File: config.mk
export PLATFORM = sky130hd
export DESIGN_NAME = sw_stripe_top
export DESIGN_NICKNAME = d
export VERILOG_FILES = /design/src/rtl/sw_pkg.sv /design/src/rtl/array_ctrl_if.sv /design/src/rtl/wavefront_if.sv /design/src/rtl/sw_pe.sv /design/src/rtl/sw_pe_array.sv /design/src/rtl/wavefront_max_tree.sv /design/src/rtl/stripe_ctrl.sv /design/src/rtl/sw_stripe_top.sv
export SDC_FILE = /design/constraint.sdc
export NUM_CORES = 2
export LEC_CHECK = 0
export CELL_PAD_IN_SITES_DETAIL_PLACEMENT = 2
export CELL_PAD_IN_SITES_GLOBAL_PLACEMENT = 2
export CORE_MARGIN = 5
export CORE_UTILIZATION = 38
export DETAILED_ROUTE_END_ITERATION = 6
export DONT_BUFFER_PORTS = 1
export PLACE_DENSITY_LB_ADDON = 0.1
export SYNTH_ARGS = -nofsm -noshare
export SYNTH_HDL_FRONTEND = slang
export SYNTH_HIERARCHICAL = 1
export SYNTH_SLANG_ARGS = --single-unit
export TNS_END_PERCENT = 30
File: constraint.sdc
create_clock -name i_clk -period 9.3 [get_ports i_clk]
set_input_delay 1.395 -clock i_clk [delete_from_list [all_inputs] [get_ports i_clk]]
set_output_delay 1.395 -clock i_clk [all_outputs]
set_load 0.05 [all_outputs]
File: src/rtl/sw_pkg.sv
`default_nettype none

package sw_pkg;

    // datapath widths
    localparam int SCORE_W = 14;
    localparam int BASE_W  = 2;
    localparam int NUM_PE  = 8;
    localparam int ROW_W   = 3;
    localparam int COL_W   = 10;

    typedef logic signed [SCORE_W-1:0] score_t;
    typedef logic [BASE_W-1:0]         base_t;

    // last column the counter may reach
    localparam logic [COL_W-1:0] MAX_LEN = 10'd511;

    // affine gap scoring
    localparam score_t GAP_OPEN   = -12;
    localparam score_t GAP_EXTEND = -1;
    localparam score_t MATCH      = 2;
    localparam score_t MISMATCH   = -3;

    // x-drop threshold below the best score
    localparam score_t XDROP = 250;

    // minus infinity for empty cells
    localparam score_t NEG_INF = -4096;

    typedef enum logic [1:0] {
        ST_IDLE,
        ST_CALC,
        ST_DONE
    } stripe_state_e;

endpackage

`default_nettype wire

File: src/rtl/array_ctrl_if.sv
`timescale 1ns/1ps
`default_nettype none

interface array_ctrl_if;

    // one-cycle load of the query that clears all cells
    logic                     load;
    logic                     run;
    // enable bit entering row 0
    logic                     feed;
    logic [sw_pkg::COL_W-1:0] col;

    modport ctrl (
        output load, run, feed, col
    );

    modport array (
        input load, run, feed, col
    );

endinterface

`default_nettype wire

File: src/rtl/wavefront_if.sv
`timescale 1ns/1ps
`default_nettype none

interface wavefront_if;

    sw_pkg::score_t           v [sw_pkg::NUM_PE];
    // rows holding a cell of the current wavefront
    logic [sw_pkg::NUM_PE-1:0] en;
    logic                     last_done;
    sw_pkg::score_t           wf_max;
    logic [sw_pkg::ROW_W-1:0] wf_row;

    modport array (
        output v, en, last_done
    );

    modport tree (
        input  v, en,
        output wf_max, wf_row
    );

    modport ctrl (
        input wf_max, wf_row, last_done
    );

endinterface

`default_nettype wire

File: src/rtl/sw_pe.sv
`timescale 1ns/1ps
`default_nettype none

module sw_pe (
    input  logic           i_clk,
    input  logic           i_rst,
    input  logic           i_load,
    input  logic           i_en,
    input  sw_pkg::base_t  i_b_base,
    input  sw_pkg::base_t  i_a_base,
    input  sw_pkg::score_t i_v_top,
    input  sw_pkg::score_t i_v_diag,
    input  sw_pkg::score_t i_d_top,
    input  sw_pkg::score_t i_v_left_init,
    output sw_pkg::base_t  o_a_base,
    output logic           o_en,
    output sw_pkg::score_t o_v,
    output sw_pkg::score_t o_v_prev,
    output sw_pkg::score_t o_d
);

    sw_pkg::base_t  a_q;
    sw_pkg::base_t  b_q;
    logic           en_q;
    sw_pkg::score_t v_q;
    sw_pkg::score_t v_prev_q;
    sw_pkg::score_t i_q;
    sw_pkg::score_t d_q;
    sw_pkg::score_t i_nxt;
    sw_pkg::score_t d_nxt;
    sw_pkg::score_t v_diag;
    sw_pkg::score_t v_di;
    sw_pkg::score_t v_nxt;

    // left neighbour is this cell's own previous column
    assign i_nxt = ((v_q + sw_pkg::GAP_OPEN) > (i_q + sw_pkg::GAP_EXTEND)) ?
                   (v_q + sw_pkg::GAP_OPEN) : (i_q + sw_pkg::GAP_EXTEND);
    assign d_nxt = ((i_v_top + sw_pkg::GAP_OPEN) > (i_d_top + sw_pkg::GAP_EXTEND)) ?
                   (i_v_top + sw_pkg::GAP_OPEN) : (i_d_top + sw_pkg::GAP_EXTEND);
    assign v_diag = i_v_diag + ((a_q == b_q) ? sw_pkg::MATCH : sw_pkg::MISMATCH);
    assign v_di   = (i_nxt > v_diag) ? i_nxt : v_diag;
    assign v_nxt  = (d_nxt > v_di) ? d_nxt : v_di;

    always_ff @(posedge i_clk) begin
        a_q <= i_a_base;
        if (i_load) begin
            b_q <= i_b_base;
        end
    end

    always_ff @(posedge i_clk or posedge i_rst) begin
        if (i_rst) begin
            en_q <= 1'b0;
        end else begin
            en_q <= i_en;
        end
    end

    always_ff @(posedge i_clk or posedge i_rst) begin
        if (i_rst) begin
            v_q      <= sw_pkg::NEG_INF;
            v_prev_q <= sw_pkg::NEG_INF;
            i_q      <= sw_pkg::NEG_INF;
            d_q      <= sw_pkg::NEG_INF;
        end else if (i_load) begin
            v_q      <= i_v_left_init;
            v_prev_q <= i_v_left_init;
            i_q      <= sw_pkg::NEG_INF;
            d_q      <= sw_pkg::NEG_INF;
        end else if (en_q) begin
            v_q      <= v_nxt;
            // old V becomes the diagonal of the row below
            v_prev_q <= v_q;
            i_q      <= i_nxt;
            d_q      <= d_nxt;
        end
    end

    assign o_a_base = a_q;
    assign o_en     = en_q;
    assign o_v      = v_q;
    assign o_v_prev = v_prev_q;
    assign o_d      = d_q;

    a_v_floor: assert property (@(posedge i_clk) disable iff (i_rst)
        v_q >= sw_pkg::NEG_INF)
        else $error("V score fell below minus infinity");

endmodule

`default_nettype wire

File: src/rtl/sw_pe_array.sv
`timescale 1ns/1ps
`default_nettype none

module sw_pe_array (
    input  logic                                     i_clk,
    input  logic                                     i_rst,
    input  sw_pkg::base_t                            i_a,
    input  logic [sw_pkg::NUM_PE*sw_pkg::BASE_W-1:0] i_b,
    array_ctrl_if.array                              ctl,
    wavefront_if.array                               wf
);

    sw_pkg::base_t             a_vec [sw_pkg::NUM_PE];
    sw_pkg::score_t            v_vec [sw_pkg::NUM_PE];
    sw_pkg::score_t            v_prev_vec [sw_pkg::NUM_PE];
    sw_pkg::score_t            d_vec [sw_pkg::NUM_PE];
    logic [sw_pkg::NUM_PE-1:0] en_vec;
    logic [sw_pkg::NUM_PE-1:0] en_low;
    logic [sw_pkg::NUM_PE-1:0] valid_q;
    sw_pkg::score_t            col_s;
    sw_pkg::score_t            top_row0;
    sw_pkg::score_t            diag_row0;

    // top boundary row -1 of the first stripe
    assign col_s     = sw_pkg::score_t'(ctl.col);
    assign top_row0  = sw_pkg::GAP_OPEN + sw_pkg::GAP_EXTEND * (col_s + sw_pkg::score_t'(1));
    assign diag_row0 = (ctl.col == '0) ? '0 : sw_pkg::GAP_OPEN + sw_pkg::GAP_EXTEND * col_s;

    for (genvar gi = 0; gi < sw_pkg::NUM_PE; gi++) begin : g_pe
        sw_pkg::base_t  a_in;
        logic           en_in;
        sw_pkg::score_t v_top;
        sw_pkg::score_t v_diag;
        sw_pkg::score_t d_top;
        sw_pkg::score_t left_init;

        if (gi == 0) begin : g_first
            assign a_in   = i_a;
            assign en_in  = ctl.feed;
            assign v_top  = top_row0;
            assign v_diag = diag_row0;
            assign d_top  = sw_pkg::NEG_INF;
        end else begin : g_next
            assign a_in   = a_vec[gi-1];
            // chain only shifts while calculating
            assign en_in  = en_vec[gi-1] & ctl.run;
            assign v_top  = v_vec[gi-1];
            assign v_diag = v_prev_vec[gi-1];
            assign d_top  = d_vec[gi-1];
        end

        assign left_init = sw_pkg::score_t'(sw_pkg::GAP_OPEN + sw_pkg::GAP_EXTEND * (gi + 1));

        sw_pe u_pe (
            .i_clk         (i_clk),
            .i_rst         (i_rst),
            .i_load        (ctl.load),
            .i_en          (en_in),
            .i_b_base      (i_b[gi*sw_pkg::BASE_W +: sw_pkg::BASE_W]),
            .i_a_base      (a_in),
            .i_v_top       (v_top),
            .i_v_diag      (v_diag),
            .i_d_top       (d_top),
            .i_v_left_init (left_init),
            .o_a_base      (a_vec[gi]),
            .o_en          (en_vec[gi]),
            .o_v           (v_vec[gi]),
            .o_v_prev      (v_prev_vec[gi]),
            .o_d           (d_vec[gi])
        );

        assign wf.v[gi] = v_vec[gi];
    end

    // rows that updated on the last edge
    always_ff @(posedge i_clk or posedge i_rst) begin
        if (i_rst) begin
            valid_q <= '0;
        end else begin
            valid_q <= ctl.run ? en_vec : '0;
        end
    end

    assign wf.en        = valid_q;
    assign wf.last_done = valid_q[sw_pkg::NUM_PE-1] & ~en_vec[sw_pkg::NUM_PE-1];

    // lowest set bit of the enable chain
    assign en_low = en_vec & (~en_vec + 1'b1);

    a_en_contig: assert property (@(posedge i_clk) disable iff (i_rst)
        ((en_vec + en_low) & en_vec) == '0)
        else $error("enable chain has a gap");

endmodule

`default_nettype wire

File: src/rtl/wavefront_max_tree.sv
`timescale 1ns/1ps
`default_nettype none

module wavefront_max_tree (
    wavefront_if.tree wf
);

    // node k has children 2k+1 and 2k+2
    sw_pkg::score_t           node_v [2*sw_pkg::NUM_PE-1];
    logic [sw_pkg::ROW_W-1:0] node_r [2*sw_pkg::NUM_PE-1];

    always_comb begin
        // idle rows sit at minus infinity
        for (int i = 0; i < sw_pkg::NUM_PE; i++) begin
            node_v[sw_pkg::NUM_PE-1+i] = wf.en[i] ? wf.v[i] : sw_pkg::NEG_INF;
            node_r[sw_pkg::NUM_PE-1+i] = sw_pkg::ROW_W'(i);
        end
        // lower row must be strictly greater to win
        for (int k = sw_pkg::NUM_PE - 2; k >= 0; k--) begin
            if (node_v[2*k+1] > node_v[2*k+2]) begin
                node_v[k] = node_v[2*k+1];
                node_r[k] = node_r[2*k+1];
            end else begin
                node_v[k] = node_v[2*k+2];
                node_r[k] = node_r[2*k+2];
            end
        end
    end

    assign wf.wf_max = node_v[0];
    assign wf.wf_row = node_r[0];

endmodule

`default_nettype wire

File: src/rtl/stripe_ctrl.sv
`timescale 1ns/1ps
`default_nettype none

module stripe_ctrl (
    input  logic                     i_clk,
    input  logic                     i_rst,
    input  logic                     i_start,
    array_ctrl_if.ctrl               ctl,
    wavefront_if.ctrl                wf,
    output logic                     o_stripe_end,
    output sw_pkg::score_t           o_max_score,
    output logic [sw_pkg::ROW_W-1:0] o_max_row,
    output logic [sw_pkg::COL_W-1:0] o_max_col,
    output logic [sw_pkg::COL_W-1:0] o_stop_diag
);

    sw_pkg::stripe_state_e    state_q;
    logic [sw_pkg::COL_W-1:0] col_q;
    logic [sw_pkg::COL_W-1:0] diag_t;
    logic [sw_pkg::COL_W-1:0] best_col_q;
    logic [sw_pkg::COL_W-1:0] stop_diag_q;
    logic [sw_pkg::ROW_W-1:0] best_row_q;
    sw_pkg::score_t           best_q;
    sw_pkg::score_t           drop_lvl;
    logic                     load;
    logic                     run;
    logic                     eval;
    logic                     xdrop;
    logic                     better;
    logic                     stop_now;
    logic                     end_q;

    assign load = (state_q == sw_pkg::ST_IDLE) && i_start;
    assign run  = (state_q == sw_pkg::ST_CALC);

    // wavefront t is visible while the counter reads t+1
    assign eval   = run && (col_q != '0);
    assign diag_t = col_q - 1'b1;

    assign drop_lvl = best_q - sw_pkg::XDROP;
    assign xdrop    = wf.wf_max < drop_lvl;
    assign better   = eval && (wf.wf_max > best_q);
    assign stop_now = eval && (wf.last_done || xdrop || (col_q == sw_pkg::MAX_LEN));

    assign ctl.load = load;
    assign ctl.run  = run;
    assign ctl.feed = i_start && (load || (run && !stop_now));
    assign ctl.col  = col_q;

    always_ff @(posedge i_clk or posedge i_rst) begin
        if (i_rst) begin
            state_q     <= sw_pkg::ST_IDLE;
            col_q       <= '0;
            best_q      <= sw_pkg::NEG_INF;
            best_row_q  <= '0;
            best_col_q  <= '0;
            stop_diag_q <= '0;
            end_q       <= 1'b0;
        end else begin
            end_q <= stop_now;
            case (state_q)
                sw_pkg::ST_IDLE: begin
                    if (i_start) begin
                        state_q     <= sw_pkg::ST_CALC;
                        col_q       <= '0;
                        best_q      <= sw_pkg::NEG_INF;
                        best_row_q  <= '0;
                        best_col_q  <= '0;
                        stop_diag_q <= '0;
                    end
                end
                sw_pkg::ST_CALC: begin
                    col_q <= col_q + 1'b1;
                    // strict compare keeps the earliest wavefront
                    if (better) begin
                        best_q     <= wf.wf_max;
                        best_row_q <= wf.wf_row;
                        best_col_q <= diag_t - {{(sw_pkg::COL_W-sw_pkg::ROW_W){1'b0}}, wf.wf_row};
                    end
                    if (stop_now) begin
                        state_q     <= sw_pkg::ST_DONE;
                        stop_diag_q <= diag_t;
                    end
                end
                sw_pkg::ST_DONE: begin
                    state_q <= sw_pkg::ST_IDLE;
                end
                default: begin
                    state_q <= sw_pkg::ST_IDLE;
                end
            endcase
        end
    end

    assign o_stripe_end = end_q;
    assign o_max_score  = best_q;
    assign o_max_row    = best_row_q;
    assign o_max_col    = best_col_q;
    assign o_stop_diag  = stop_diag_q;

    a_end_pulse: assert property (@(posedge i_clk) disable iff (i_rst)
        o_stripe_end |=> !o_stripe_end)
        else $error("stripe end held for more than one cycle");

endmodule

`default_nettype wire

File: src/rtl/sw_stripe_top.sv
`timescale 1ns/1ps
`default_nettype none

module sw_stripe_top (
    input  logic                                     i_clk,
    input  logic                                     i_rst,
    input  logic                                     i_start,
    input  sw_pkg::base_t                            i_a,
    input  logic [sw_pkg::NUM_PE*sw_pkg::BASE_W-1:0] i_b,
    output logic                                     o_stripe_end,
    output sw_pkg::score_t                           o_max_score,
    output logic [sw_pkg::ROW_W-1:0]                 o_max_row,
    output logic [sw_pkg::COL_W-1:0]                 o_max_col,
    output logic [sw_pkg::COL_W-1:0]                 o_stop_diag
);

    array_ctrl_if ctl_if ();
    wavefront_if  wf_if ();

    sw_pe_array u_array (
        .i_clk (i_clk),
        .i_rst (i_rst),
        .i_a   (i_a),
        .i_b   (i_b),
        .ctl   (ctl_if.array),
        .wf    (wf_if.array)
    );

    wavefront_max_tree u_tree (
        .wf (wf_if.tree)
    );

    stripe_ctrl u_ctrl (
        .i_clk        (i_clk),
        .i_rst        (i_rst),
        .i_start      (i_start),
        .ctl          (ctl_if.ctrl),
        .wf           (wf_if.ctrl),
        .o_stripe_end (o_stripe_end),
        .o_max_score  (o_max_score),
        .o_max_row    (o_max_row),
        .o_max_col    (o_max_col),
        .o_stop_diag  (o_stop_diag)
    );

endmodule

`default_nettype wire

==> run summary <==
The number of nets at the end of the flow was 8085; the final critical path time including I/O delays and setup was 8.98 ns. Using the TritonRoute via totals, the vias-per-cell ratio works out to 6.04. STA classifies the critical path startpoint as a flip-flop. The H-tree was split into 3 levels.

Sum of net half-perimeters after detailed placement: 199 mm. The overall fraction of global-route tracks in use came out at 0.297. The final core area utilization came out at 0.440. The worst hold path begins at u_array/g_pe[6].u_pe/o_a_base[0]. Proportion of layout cells with a drive suffix above 1: 0.134. Critical path required time: 9.86 ns.

The met3 track demand over resource in global routing came out at 0.0324. Number of max-slew violations in the final report: 0. Via count of the first global-routing pass: 61388. The number of antenna-violating nets in the routed design was 0; the die height was 404 um. Counting the buffers created by CTS gives 76. The via count was 57336. The largest stage delay on the critical path works out to 0.39 ns.

The count of synthesis-stage warnings from yosys was 6. The fraction of the cycle the final worst path needs works out to 0.965. The met1 track demand over resource in global routing was 0.412. Setup repair after global routing could not meet its margin everywhere. The CTS clock-pin slew for the worst setup and hold paths is 0.06 ns.

For the setup skew after layout, the log shows 0.0331 ns. The number of detailed-route iterations in the first pass was 5. A synthesized cell averages 8.40 um^2.

The run gives 0.225 as the max-slew headroom at the worst pin. The count of max-cap constraint violations is 0, and the floorplan die width is 404 um. For the hold violation count in the final report, the log shows 0. The run finished with clean final reports. Kind of end point of the critical path: a flip-flop. The total cell area at the placement stage is 0.0636 mm^2, and the standard-cell row count is 144.

The data arrival at the endpoint of the critical path was 9.54 ns. For the fmax, the log shows 111 MHz. The routing usage on met2 is 0.500, and the largest net degree at the start of global routing is 147. The first global-routing pass estimated 382 mm of wire. The global routing stage identified its most utilized layer as met2.

In this run the worst path has a maximum fanout of 13. Counting along the longest clock path gives a buffer depth of 3. The root buffer cell chosen for the clock tree is sky130_fd_sc_hd__clkbuf_16.

In this run the worst hold path is classified as flip-flop to flip-flop. In this run, post-CTS hold repair placed 0 buffers. The category of the critical setup timing path is flip-flop to flip-flop.

The most common cell type on the critical path was sky130_fd_sc_hd__buf_4. The die outline area is 0.163 mm^2. Setup violations remaining at the end of the flow were counted as 0. The logs give 253 mm for the routed wire length and 7 for the number of antenna violations at the first check in global routing.

The detailed-route wire length per cell is 26.6 um, and the final routed DRC violation total is 0. The logs give 0 for the total congestion overflow after global routing and 518 for the number of clock sinks. The logs give 59 for the number of placed I/O pins and 0.906 for the weighted congestion reported at the end of routability-driven placement.

The logs give 7011 for the number of standard cells after synthesis and 3403 for the iteration-0 DRC count of the detailed router. The growth of design area from synthesis to finish came out at 15.0%. The floorplan step defined a core boundary enclosing 0.154 mm^2. In this run the critical register-to-register path is launched from u_array/wf.en[0]. The port buffer count was 0. The total non-filler cell area in the finished layout is 0.0677 mm^2. The synthesized netlist occupies a cell area of 0.0589 mm^2. TritonCTS built the clock tree. Cell at the slowest stage of the critical path: sky130_fd_sc_hd__dfrtp_1.

Beginning of the critical path: u_array/wf.en[0]. Initial core utilization: 0.382. The run gives 0.69 ns as the clock latency on the worst-skew pair. For the pin with the worst max-slew slack, the measured transition is 1.16 ns.
## metal layers
| metal | up-vias | wire (um) |
|---|---|---|
| li1 | 26388 | - |
| met5 | - | 0 |
| met4 | 0 | 5410 |
| met3 | 265 | 10800 |
| met2 | 1129 | 119000 |
| met1 | 29554 | 118000 |
## worst max-delay path, delay by kind of cell (launching register included)
kind / cells / cell delay, ns
AOI/OAI and AO/OA: 17 / 2.84
adders and majority gates: 5 / 1.47
and+or+nand+nor: 11 / 1.35
buffers and inverters: 9 / 1.31
muxes: 4 / 1.29
DFF: 1 / 0.39
xor gates and xnor gates: 1 / 0.21
## area by class of cell
type / count / area, um^2
multi-input combinational: 5891 / 44200
inverter: 461 / 1730
clock buffer: 110 / 2240
sequential: 518 / 13100
antenna: 1 / 2.50
clock inverter: 32 / 440
tap: 2044 / 2560
fill: 17180 / 86300
timing repair buffer: 439 / 3470
## through the flow
step | setup TNS [ns] | cells | hold WS (ns) | setup WS [ns]
global route | -3.49 | 9495 | 0.386 | -0.140
global placement | -14.85 | 9296 | 0.361 | -0.705
CTS | -0.000254 | 9443 | 0.376 | -0.000254
floorplan | 0 | 7171 | 0.350 | 0.210
detailed placement | -30.10 | 9296 | 0.365 | -1.00
finish | 0 | 9496 | 0.377 | 0.323
## final timing paths
| path | to | slack [ns] | depth (start not counted) |
|---|---|---|---|
| worst min-delay path | u_array/g_pe[7].u_pe/o_a_base[0] | 0.38 | 0 |
| max in group asynchronous | u_array/g_pe[1].u_pe/i_q[13] | 7.72 | 2 |
| worst max register to register | u_ctrl/o_max_col[1] | 0.32 | 47 |
| worst min register to register | u_array/g_pe[7].u_pe/o_a_base[0] | 0.38 | 0 |
| min in group asynchronous | u_array/g_pe[3].u_pe/o_en | 0.46 | 1 |
| worst max-delay path | u_ctrl/o_max_col[1] | 0.32 | 47 |
## layout by cell type, fill, tap and decap left out, drive strengths merged, types with 25 or more instances in the layout
master and count:
nor3b 43, dfstp 62, o211ai 56, a21oi 343, a31oi 75, dfrtp 424, nor2 525, a211oi 111
a2111oi 25, xor2 181, nand3 210, a21boi 34, o21ai 239, mux2 29, clkbuf 112, ha 668
nor2b 292, a211o 47, mux2i 364, o221ai 80, or4 39, inv 458, conb 162, nor4 93
nor3 216, o21a 97, nand4 146, a21o 186, or3 108, buf 437, nand2 388, nand2b 139
and4 47, o21bai 53, xnor2 315, a311oi 60, and2 123, o311ai 74
## state kept, by name, summed over array words and instances (netlist names), 2 cells and up
signal                      count
u_array/g_pe.u_pe/i_q         112
u_array/g_pe.u_pe/o_v         112
u_array/g_pe.u_pe/o_d          98
u_array/g_pe.u_pe/o_v_prev     98
u_array/g_pe.u_pe/b_q          16
u_array/g_pe.u_pe/o_a_base     16
u_ctrl/o_max_score             14
u_ctrl/ctl.col                 10
u_ctrl/o_max_col               10
u_ctrl/o_stop_diag             10
u_array/g_pe.u_pe/o_en          8
u_array/wf.en                   8
u_ctrl/o_max_row                3
u_ctrl/state_q                  2
## repair_timing
item / in CTS / in global routing
endpoints found under the setup margin: 62 / 151
gates resized for setup: 36 / 149
hold endpoints to repair: 0 / 0
cloned: 0 / 3
buffers inserted: 5 / 50
pin swaps: 1 / 32
Power is left out: the tool's default activity adds up to more than one toggle a clock period on the data nets, which glitch-free logic cannot reach.
